**src/source/axi_mem_defs.svh**
```systemverilog
/* Widths and depths shared by the slice and the responder.
   RSP_FIFO_DEPTH must exceed N_REG_STAGES + N_READY_STAGES + 1, and N_REG_STAGES is at least 1 */
`ifndef AXI_MEM_DEFS_SVH
`define AXI_MEM_DEFS_SVH

// Bus widths
`define AXI_ADDR_W      12
`define AXI_DATA_W      32
`define AXI_STRB_W      (`AXI_DATA_W / 8)
`define AXI_ID_W        4

// Register slice depth, both request and response side
`define N_REG_STAGES    2
// Ready delay line length
`define N_READY_STAGES  `N_REG_STAGES

// Responder memory, word addressed
`define MEM_WORDS       256
// Entries per request FIFO in the responder
`define RSP_FIFO_DEPTH  16

`endif

```
**src/source/axi_mem_pkg.sv**
```systemverilog
/* Types shared by the slice, the responder and the testbench.
   Response codes follow the AXI BRESP/RRESP encoding */
package axi_mem_pkg;

    // ========================================================================
    // Response codes
    // ========================================================================

    // Two bits, same order as the bus encoding
    typedef enum logic [1:0] {
        RESP_OKAY   = 2'b00,
        // Exclusive access, never produced by the responder
        RESP_EXOKAY = 2'b01,
        // Slave error, never produced by the responder
        RESP_SLVERR = 2'b10,
        // Address outside the memory range
        RESP_DECERR = 2'b11
    } axi_resp_e;

endpackage

```
**src/source/axi_req_stage.sv**
```systemverilog
/* Request register with no ready of its own.
   The sink must absorb every valid beat, which the almost-full ready scheme guarantees */
`timescale 1ns/1ps

module axi_req_stage #(
    // Payload width
    parameter int W = 8
) (
    input  logic         mem_sink,
    input  logic         rst,

    // Upstream side
    input  logic         valid_in,
    input  logic [W-1:0] data_in,

    // Downstream side
    output logic         valid_out,
    output logic [W-1:0] data_out
);

    // Valid is control state and clears in reset
    always_ff @(posedge mem_sink)
    begin
        if (rst)
        begin
            valid_out <= 1'b0;
        end
        else
        begin
            valid_out <= valid_in;
        end
    end

    // Payload follows every cycle, qualified only by valid_out
    always_ff @(posedge mem_sink)
    begin
        data_out <= data_in;
    end

endmodule

```
**src/source/axi_resp_stage.sv**
```systemverilog
/* One-entry ready/enable register for a response channel.
   Full throughput while the destination is ready, no combinational path from enable to enable */
`timescale 1ns/1ps

module axi_resp_stage #(
    // Payload width
    parameter int W = 8
) (
    input  logic         mem_sink,
    input  logic         rst,

    // Source side, toward the responder
    input  logic         enable_from_src,
    input  logic [W-1:0] data_from_src,
    output logic         ready_to_src,

    // Destination side, toward the bus source
    output logic         enable_to_dst,
    output logic [W-1:0] data_to_dst,
    input  logic         ready_from_dst
);

    logic         full;
    logic [W-1:0] data_q;

    // ========================================================================
    // Handshake
    // ========================================================================

    // Room when empty or when the held entry leaves this cycle
    assign ready_to_src  = !full || ready_from_dst;
    assign enable_to_dst = full;
    assign data_to_dst   = data_q;

    // Occupancy flag
    always_ff @(posedge mem_sink)
    begin
        if (rst)
        begin
            full <= 1'b0;
        end
        else if (ready_to_src)
        begin
            // Load or drain, depending on whether the source offers data
            full <= enable_from_src;
        end
    end

    // ========================================================================
    // Payload
    // ========================================================================

    // Held in place while the destination stalls
    always_ff @(posedge mem_sink)
    begin
        if (ready_to_src && enable_from_src)
        begin
            data_q <= data_from_src;
        end
    end

endmodule

```
**src/source/axi_mem_reg_simple.sv**
```systemverilog
/* Register slice; request readies are almost-full permissions, so a valid while ready is low is lost.
   The sink must hold N_REG_STAGES + N_READY_STAGES + 1 spare entries while it keeps ready high */
`timescale 1ns/1ps
`include "axi_mem_defs.svh"

module axi_mem_reg_simple (
    input  logic                   mem_sink,
    input  logic                   rst,

    // Source side requests
    input  logic                   awvalid, wvalid, arvalid,
    output logic                   awready, wready, arready,
    input  logic [`AXI_ADDR_W-1:0] awaddr, araddr,
    input  logic [`AXI_ID_W-1:0]   awid, arid,
    input  logic [`AXI_DATA_W-1:0] wdata,
    input  logic [`AXI_STRB_W-1:0] wstrb,

    // Source side responses
    output logic                   bvalid, rvalid,
    input  logic                   bready, rready,
    output logic [`AXI_ID_W-1:0]   bid, rid,
    output axi_mem_pkg::axi_resp_e bresp, rresp,
    output logic [`AXI_DATA_W-1:0] rdata,

    // Sink side requests
    output logic                   snk_awvalid, snk_wvalid, snk_arvalid,
    input  logic                   snk_awready, snk_wready, snk_arready,
    output logic [`AXI_ADDR_W-1:0] snk_awaddr, snk_araddr,
    output logic [`AXI_ID_W-1:0]   snk_awid, snk_arid,
    output logic [`AXI_DATA_W-1:0] snk_wdata,
    output logic [`AXI_STRB_W-1:0] snk_wstrb,

    // Sink side responses
    input  logic                   snk_bvalid, snk_rvalid,
    output logic                   snk_bready, snk_rready,
    input  logic [`AXI_ID_W-1:0]   snk_bid, snk_rid,
    input  axi_mem_pkg::axi_resp_e snk_bresp, snk_rresp,
    input  logic [`AXI_DATA_W-1:0] snk_rdata
);

    localparam int NS  = `N_REG_STAGES;
    localparam int NR  = `N_READY_STAGES;
    // Payload widths per channel
    localparam int AXW = `AXI_ADDR_W + `AXI_ID_W;
    localparam int WW  = `AXI_DATA_W + `AXI_STRB_W;
    localparam int BW  = `AXI_ID_W + 2;
    localparam int RW  = `AXI_ID_W + `AXI_DATA_W + 2;

    // Index 0 is the sink end, index NS the source end
    logic           aw_v [0:NS];
    logic           w_v  [0:NS];
    logic           ar_v [0:NS];
    logic [AXW-1:0] aw_d [0:NS];
    logic [WW-1:0]  w_d  [0:NS];
    logic [AXW-1:0] ar_d [0:NS];
    logic           b_v  [0:NS];
    logic           b_r  [0:NS];
    logic [BW-1:0]  b_d  [0:NS];
    logic           r_v  [0:NS];
    logic           r_r  [0:NS];
    logic [RW-1:0]  r_d  [0:NS];

    // Ready delay line, bit order {ar, w, aw}
    logic [2:0]         snk_rdy;
    logic [NR-1:0][2:0] rdy_q;

    // ========================================================================
    // Source to sink, almost full
    // ========================================================================

    // Source edge, a beat enters only with permission
    assign aw_v[NS] = awvalid && awready;
    assign w_v[NS]  = wvalid && wready;
    assign ar_v[NS] = arvalid && arready;
    assign aw_d[NS] = {awaddr, awid};
    assign w_d[NS]  = {wdata, wstrb};
    assign ar_d[NS] = {araddr, arid};

    genvar s;
    for (s = 1; s <= NS; s++)
    begin : g_req
        axi_req_stage #(.W(AXW)) u_aw (
            .mem_sink, .rst, .valid_in(aw_v[s]), .data_in(aw_d[s]),
            .valid_out(aw_v[s-1]), .data_out(aw_d[s-1]));
        axi_req_stage #(.W(WW)) u_w (
            .mem_sink, .rst, .valid_in(w_v[s]), .data_in(w_d[s]),
            .valid_out(w_v[s-1]), .data_out(w_d[s-1]));
        axi_req_stage #(.W(AXW)) u_ar (
            .mem_sink, .rst, .valid_in(ar_v[s]), .data_in(ar_d[s]),
            .valid_out(ar_v[s-1]), .data_out(ar_d[s-1]));
    end

    // Sink edge
    assign snk_awvalid             = aw_v[0];
    assign {snk_awaddr, snk_awid}  = aw_d[0];
    assign snk_wvalid              = w_v[0];
    assign {snk_wdata, snk_wstrb}  = w_d[0];
    assign snk_arvalid             = ar_v[0];
    assign {snk_araddr, snk_arid}  = ar_d[0];

    // Sink readies enter at stage 0 and shift toward the source
    assign snk_rdy = {snk_arready, snk_wready, snk_awready};

    always_ff @(posedge mem_sink)
    begin
        if (rst)
        begin
            rdy_q <= '0;
        end
        else
        begin
            rdy_q[0] <= snk_rdy;
            for (int i = 1; i < NR; i++)
            begin
                rdy_q[i] <= rdy_q[i-1];
            end
        end
    end

    assign awready = rdy_q[NR-1][0];
    assign wready  = rdy_q[NR-1][1];
    assign arready = rdy_q[NR-1][2];

    // ========================================================================
    // Sink to source, normal ready/enable
    // ========================================================================

    // Responder end
    assign b_v[0]     = snk_bvalid;
    assign b_d[0]     = {snk_bid, snk_bresp};
    assign snk_bready = b_r[0];
    assign r_v[0]     = snk_rvalid;
    assign r_d[0]     = {snk_rid, snk_rdata, snk_rresp};
    assign snk_rready = r_r[0];

    for (s = 1; s <= NS; s++)
    begin : g_rsp
        axi_resp_stage #(.W(BW)) u_b (
            .mem_sink, .rst,
            .enable_from_src(b_v[s-1]), .data_from_src(b_d[s-1]), .ready_to_src(b_r[s-1]),
            .enable_to_dst(b_v[s]), .data_to_dst(b_d[s]), .ready_from_dst(b_r[s]));
        axi_resp_stage #(.W(RW)) u_r (
            .mem_sink, .rst,
            .enable_from_src(r_v[s-1]), .data_from_src(r_d[s-1]), .ready_to_src(r_r[s-1]),
            .enable_to_dst(r_v[s]), .data_to_dst(r_d[s]), .ready_from_dst(r_r[s]));
    end

    // Source end
    assign bvalid  = b_v[NS];
    assign bid     = b_d[NS][BW-1:2];
    assign bresp   = axi_mem_pkg::axi_resp_e'(b_d[NS][1:0]);
    assign b_r[NS] = bready;
    assign rvalid  = r_v[NS];
    assign rid     = r_d[NS][RW-1:`AXI_DATA_W+2];
    assign rdata   = r_d[NS][`AXI_DATA_W+1:2];
    assign rresp   = axi_mem_pkg::axi_resp_e'(r_d[NS][1:0]);
    assign r_r[NS] = rready;

endmodule

```
**config.mk**
```make
export PLATFORM = sky130hd
export DESIGN_NAME = axi_mem_reg_simple
export DESIGN_NICKNAME = d
export VERILOG_FILES = /design/src/source/axi_mem_pkg.sv /design/src/source/axi_req_stage.sv /design/src/source/axi_resp_stage.sv /design/src/source/axi_mem_reg_simple.sv
export VERILOG_INCLUDE_DIRS = /design/src /design/src/source
export SDC_FILE = /design/constraint.sdc
export NUM_CORES = 1
export LEC_CHECK = 0
export ABC_AREA = 1
export BUFFER_PORTS_ARGS = -buffer_cell sky130_fd_sc_hd__buf_2
export CORE_MARGIN = 1
export CORE_UTILIZATION = 53
export CTS_BUF_LIST = sky130_fd_sc_hd__clkbuf_8
export DETAILED_ROUTE_END_ITERATION = 8
export PLACE_DENSITY = 0.9
export SLEW_MARGIN = 10
export SYNTH_ARGS = -nofsm -noshare
export SYNTH_HDL_FRONTEND = slang
export SYNTH_SLANG_ARGS = --single-unit
```
**constraint.sdc**
```tcl
create_clock -name mem_sink -period 6.9 [get_ports mem_sink]
set_input_delay 1.38 -clock mem_sink [delete_from_list [all_inputs] [get_ports mem_sink]]
set_output_delay 1.38 -clock mem_sink [all_outputs]
set_load 0.01 [all_outputs]
```
After elaboration in Yosys (flattened, before gate mapping)
Cells that the tools add are included. W data, S select, Z words.

Output and inout bits: 122. Logic and storage cells: 37. Memory bits (writable): 0. Bits in latches: 0. Flip-flop bits (word level): 240. Memories kept: 0. Bits in read-only memories: 0. Bits of input ports: 124.

Muxes and demuxes: 0. Shifts and indexed selects: 0. Div/mod/pow operators: 0. Eq/ne operators: 0. Reductions and logical operators: 15. Bitwise logic cells: 0. Order comparisons: 0. Multiply operators: 0. Add/sub/neg operators: 0.

Operators by type and width (count): $logic_and A1 B1 Y1 (7); $logic_not A1 Y1 (4); $logic_or A1 B1 Y1 (4).

Depth between registers and ports, before layout
Word-level depth: 4. Depth in mapped cells: 4. Depth with buffers taken out: 4.

Cells and area by module
A second synthesis with hierarchy kept.

Cells, all modules: 290. Area, all modules: 5923.2 µm².

Modules (own cells, without submodules): axi_resp_stage (g_rsp[1].u_r ...) (seq. area each 1161.1 µm², instances 2, cells each 44, area an instance 1188.6 µm²); axi_req_stage (g_req[1].u_w ...) (seq. area each 740.7 µm², instances 2, cells each 39, area an instance 750.7 µm²); axi_req_stage (g_req[1].u_ar ...) (seq. area each 340.3 µm², instances 4, cells each 19, area an instance 350.3 µm²); axi_resp_stage (g_rsp[1].u_b ...) (seq. area each 200.2 µm², instances 2, cells each 12, area an instance 227.7 µm²); axi_mem_reg_simple (seq. area each 120.1 µm², instances 1, cells each 24, area an instance 187.7 µm²).

Worst setup path after synthesis
OpenSTA, ideal clock, no wires.

Path type: input-to-reg. From: input rready. To: register g_rsp[2].u_r.data_q[0], enable pin. Stages on the path: 2. Path slack: 3.160 ns. Data required time: 6.454 ns. Buffers on the path: 0. Library setup time: 0.446 ns. Arrival time: 3.294 ns. Cells stage by stage: inv_1 -> a21oi_1.

Longest elaborated chain between the ends: 2.

Ends and longest elaborated chain: from (decl) (RTL line axi_mem_reg_simple.sv:20) `input logic bready, rready,`; $logic_or A1 B1 Y1 (RTL line axi_resp_stage.sv:31) `assign ready_to_src = !full || ready_from_dst;`; $logic_and A1 B1 Y1 (RTL line axi_resp_stage.sv:56) `if (ready_to_src && enable_from_src)`; to (signal assigned) (RTL line axi_resp_stage.sv:58) `data_q <= data_from_src;`; to (decl) (RTL line axi_resp_stage.sv:24) `logic [W-1:0] data_q;`.

No other way between the ends. A chain may end at the register's enable or synchronous reset.

Worst setup path after layout
From: input rready. To: output snk_rready.

Longest elaborated chain between the ends: 2.

Ends and longest elaborated chain: $logic_or A1 B1 Y1 (2 in series) (RTL line axi_resp_stage.sv:31); to (decl) (RTL line axi_mem_reg_simple.sv:35) `output logic snk_bready, snk_rready,`.

No other way between the ends.

==> results.md <==
* Outcome: finished clean
* FFs w/ async S/R, synth at 0
* Number of antenna-violating nets in the routed design at 0
* Leakage dissipation at 3.62 nW
* Clock tree from TritonCTS: yes
* Net total in the final layout at 692
* Number of synthesized flops with an enable pin at 88
* Cells resized by post-CTS repair at 0
* Wirelength per Cell at 15.3 um
* Fraction of layout instances using a drive strength above 1 at 0.518
* Gr ovfl total at 0
* All-Layer GR Usage at 0.179
* Power density over the cells at 348 nW/um^2
* Number of antenna violations at the first check in global routing at 2
* Post-synth top area cell: sky130_fd_sc_hd__dfxtp_1
* Wirelength, routed at 11,300 um
* Area share of the leading cell type in the synthesized netlist at 0.492
* Floorplan die width at 110 um
* FF+latch count, synth at 240
* Clock sink count at 240
* Avg Inst Size Synth at 19.1 um^2
* Most common cell in the synthesized netlist: sky130_fd_sc_hd__dfxtp_1
* HPWL Detailed at 7670 um
* Hold Path Origin: g_req[2].u_w.data_out[34]
* Number of cells traversed by the worst hold path at 0
* Main flop type after synthesis: sky130_fd_sc_hd__dfxtp_1
* Total DRC errors in the routed layout at 0
* Clock-pin slew of the registers on the worst-case setup and hold paths at 60 ps
* Transition time at the pin with the least slew margin at 522 ps
* Worst r2r src: g_rsp[2].u_r.enable_to_dst
* Arrival @ worst endpoint at 1880 ps
* Vias in the first global route at 3,367
* Commonest cells in the netlist: sky130_fd_sc_hd__dfxtp_1 (152), sky130_fd_sc_hd__edfxtp_1 (88), sky130_fd_sc_hd__buf_4 (38), sky130_fd_sc_hd__inv_1 (17), sky130_fd_sc_hd__nor2_1 (9)
* Count of buffers added by post-CTS timing repair for setup at 0
* Average vias per placed instance at 4.39
* Total Power at 2.80 mW
* Yosys warnings at 0
* First-pass GRT wire length at 16,000 um
* Die Footprint at 12,100 um^2
* Endpoint type of the worst setup path: output pin
* Synthesized instance count at 324
* Drt pass-1 iters at 4
* Reg-to-reg setup timing slack at 5510 ps
* Number of buffers between clock root and the deepest sink at 3
* Relative area change from synthesis to final layout at 30.1%
* Worst Hold Endpoint: g_req[1].u_w.data_out[34]
* Netlist cell types at 11
* I/O pin cnt at 246
* Source-to-sink clock delay at the later pin of the worst-skew pair at 480 ps
* Slew Limit Fails at 0
* Setup repair after global routing missed its margin: no
* Top fanout value on the critical path at 3
* Die height at 110 um
* Data required, critical path at 5520 ps
* RePlAce Congestion at 0.783
* Leading cell types by total area after synthesis: sky130_fd_sc_hd__dfxtp_1 (49%), sky130_fd_sc_hd__edfxtp_1 (43%), sky130_fd_sc_hd__buf_4 (4.6%)
* Vias post-DR at 3,223
* Initial core utilization at 0.544
* Post-route cell area at 8040 um^2
* Part of the cycle the worst path needs at 0.473
* Root buffer selected by CTS: sky130_fd_sc_hd__clkbuf_8
* Count of standard-cell rows at 39
* Startpoint Class: primary input
* Min Clock Period, post-route at 3260 ps
* Max IR drop VDD at 0.278 mV
* Violation count after the first detailed-routing iteration at 111
* Category of the most critical setup path: in -> out
* Final clock skew at 14.5 ps
* Core area at 11,400 um^2
* Number of hold buffers added after CTS at 0
* Number of cells on the worst reg-to-reg path at 4
* Number of buffers added by the clock tree synthesis step at 35
* Count of placed standard cells including taps at 673
* Placed Area at 7290 um^2
* Synthesized net count at 448
* Part of the Yosys area used for sequential elements at 0.920
* Max-Slew Margin vs Limit at 0.652
* Pin count of the biggest net entering global routing at 39
* Path class of the lowest-slack min-delay path: reg -> reg
* CTS H-tree depth at 2
* Number of hold violations in the final report at 0
* Combined area of all synthesized cells at 6180 um^2
* Finished Layout Cells at 735
* Count of buffers from port buffering at 245
* Setup-failing EPs final at 0
* Final Hold Slack at 324 ps
* Post-route setup TNS at 0 ps
* Number of max-cap violations at 0
* Endpoint of the lowest-slack register-to-register path: g_rsp[1].u_r.data_to_dst[1]
* Max Fclk at 307 MHz
-- through the flow --
stage | utilization | setup WS, ps
after floorplan | - | 3160
after global placement | 0.641 | 3650
after detailed placement | 0.641 | 3640
after CTS | 0.705 | 3640
after global routing | 0.707 | 3580
final | 0.707 | 3640
-- routing by layer --
layer | part of all wire | wire, um | up-vias | track usage
li1 | - | - | 1525 | -
met4 | 0.016 | 183 | 2 | 0.0733
met3 | 0.096 | 1080 | 20 | 0.0758
met2 | 0.54 | 6070 | 185 | 0.329
met1 | 0.35 | 3910 | 1491 | 0.177
met5 | 0.0012 | 13 | - | 0
-- sequential cells by signal, summed over array words and instances, names as in the netlist --
signal / count
g_rsp.u_b.enable_to_dst: 2
g_req.u_w.data_out: 72
awready: 1
rdy_q: 3
g_req.u_w.valid_out: 2
g_req.u_ar.data_out: 32
g_req.u_aw.data_out: 32
arready: 1
g_req.u_ar.valid_out: 2
g_rsp.u_r.enable_to_dst: 2
wready: 1
g_req.u_aw.valid_out: 2
g_rsp.u_r.data_to_dst: 76
g_rsp.u_b.data_to_dst: 12
-- cell families (layout without fill, tap and decap cells) --
group,Yosys count,after routing,synth area share
buffers and inverters,57,324,0.0607
other,0,1,0
AO/OA/AOI/OAI,6,6,0.00486
flip-flops,240,240,0.920
AND/OR/NAND/NOR,21,21,0.0144
-- worst max path at each step --
stage / from / to / slack, ps / cells past startpoint
5_1_grt: rready / snk_rready / 3580 / 4
2_1_floorplan: rready / g_rsp[2].u_r.data_to_dst[0] / 3160 / 2
6_report: rready / snk_rready / 3640 / 4
3_5_place_dp: rready / snk_rready / 3640 / 4
4_1_cts: rready / snk_rready / 3640 / 4
3_3_place_gp: rready / snk_rready / 3650 / 4
-- final cells by class --
type | count | area [um^2]
diodes | 1 | 2.50
flip-flops and latches | 240 | 5690
multi-input cells | 27 | 130
clock inverters | 14 | 95.1
fillers | 718 | 3330
repair buffers | 247 | 1250
well taps | 143 | 179
inverters | 17 | 63.8
clock buffers | 46 | 633
-- layout by cell type, fill, tap and decap left out, types with 2 or more instances in the layout --
cell and n:
sky130_fd_sc_hd__nor2_1 9, sky130_fd_sc_hd__nand3_1 2, sky130_fd_sc_hd__dfxtp_1 152, sky130_fd_sc_hd__buf_2 245, sky130_fd_sc_hd__edfxtp_1 88, sky130_fd_sc_hd__nor2_2 3, sky130_fd_sc_hd__clkinv_2 6, sky130_fd_sc_hd__nand2_1 7
sky130_fd_sc_hd__a21oi_1 5, sky130_fd_sc_hd__inv_1 22, sky130_fd_sc_hd__clkbuf_8 46
-- power by group --
group          internal [mW]  switching (mW)  leakage (nW)
combinational         0.0504          0.0585          1.10
sequential              1.55          0.0200          2.12
clock                  0.637           0.484         0.400
total                   2.23           0.563          3.62
-- worst max-delay path, stage by stage --
cell	delay, ps
sky130_fd_sc_hd__buf_2	90
sky130_fd_sc_hd__inv_1	120
sky130_fd_sc_hd__nand3_1	130
sky130_fd_sc_hd__buf_2	160
Power figures use the tool's default switching activity.
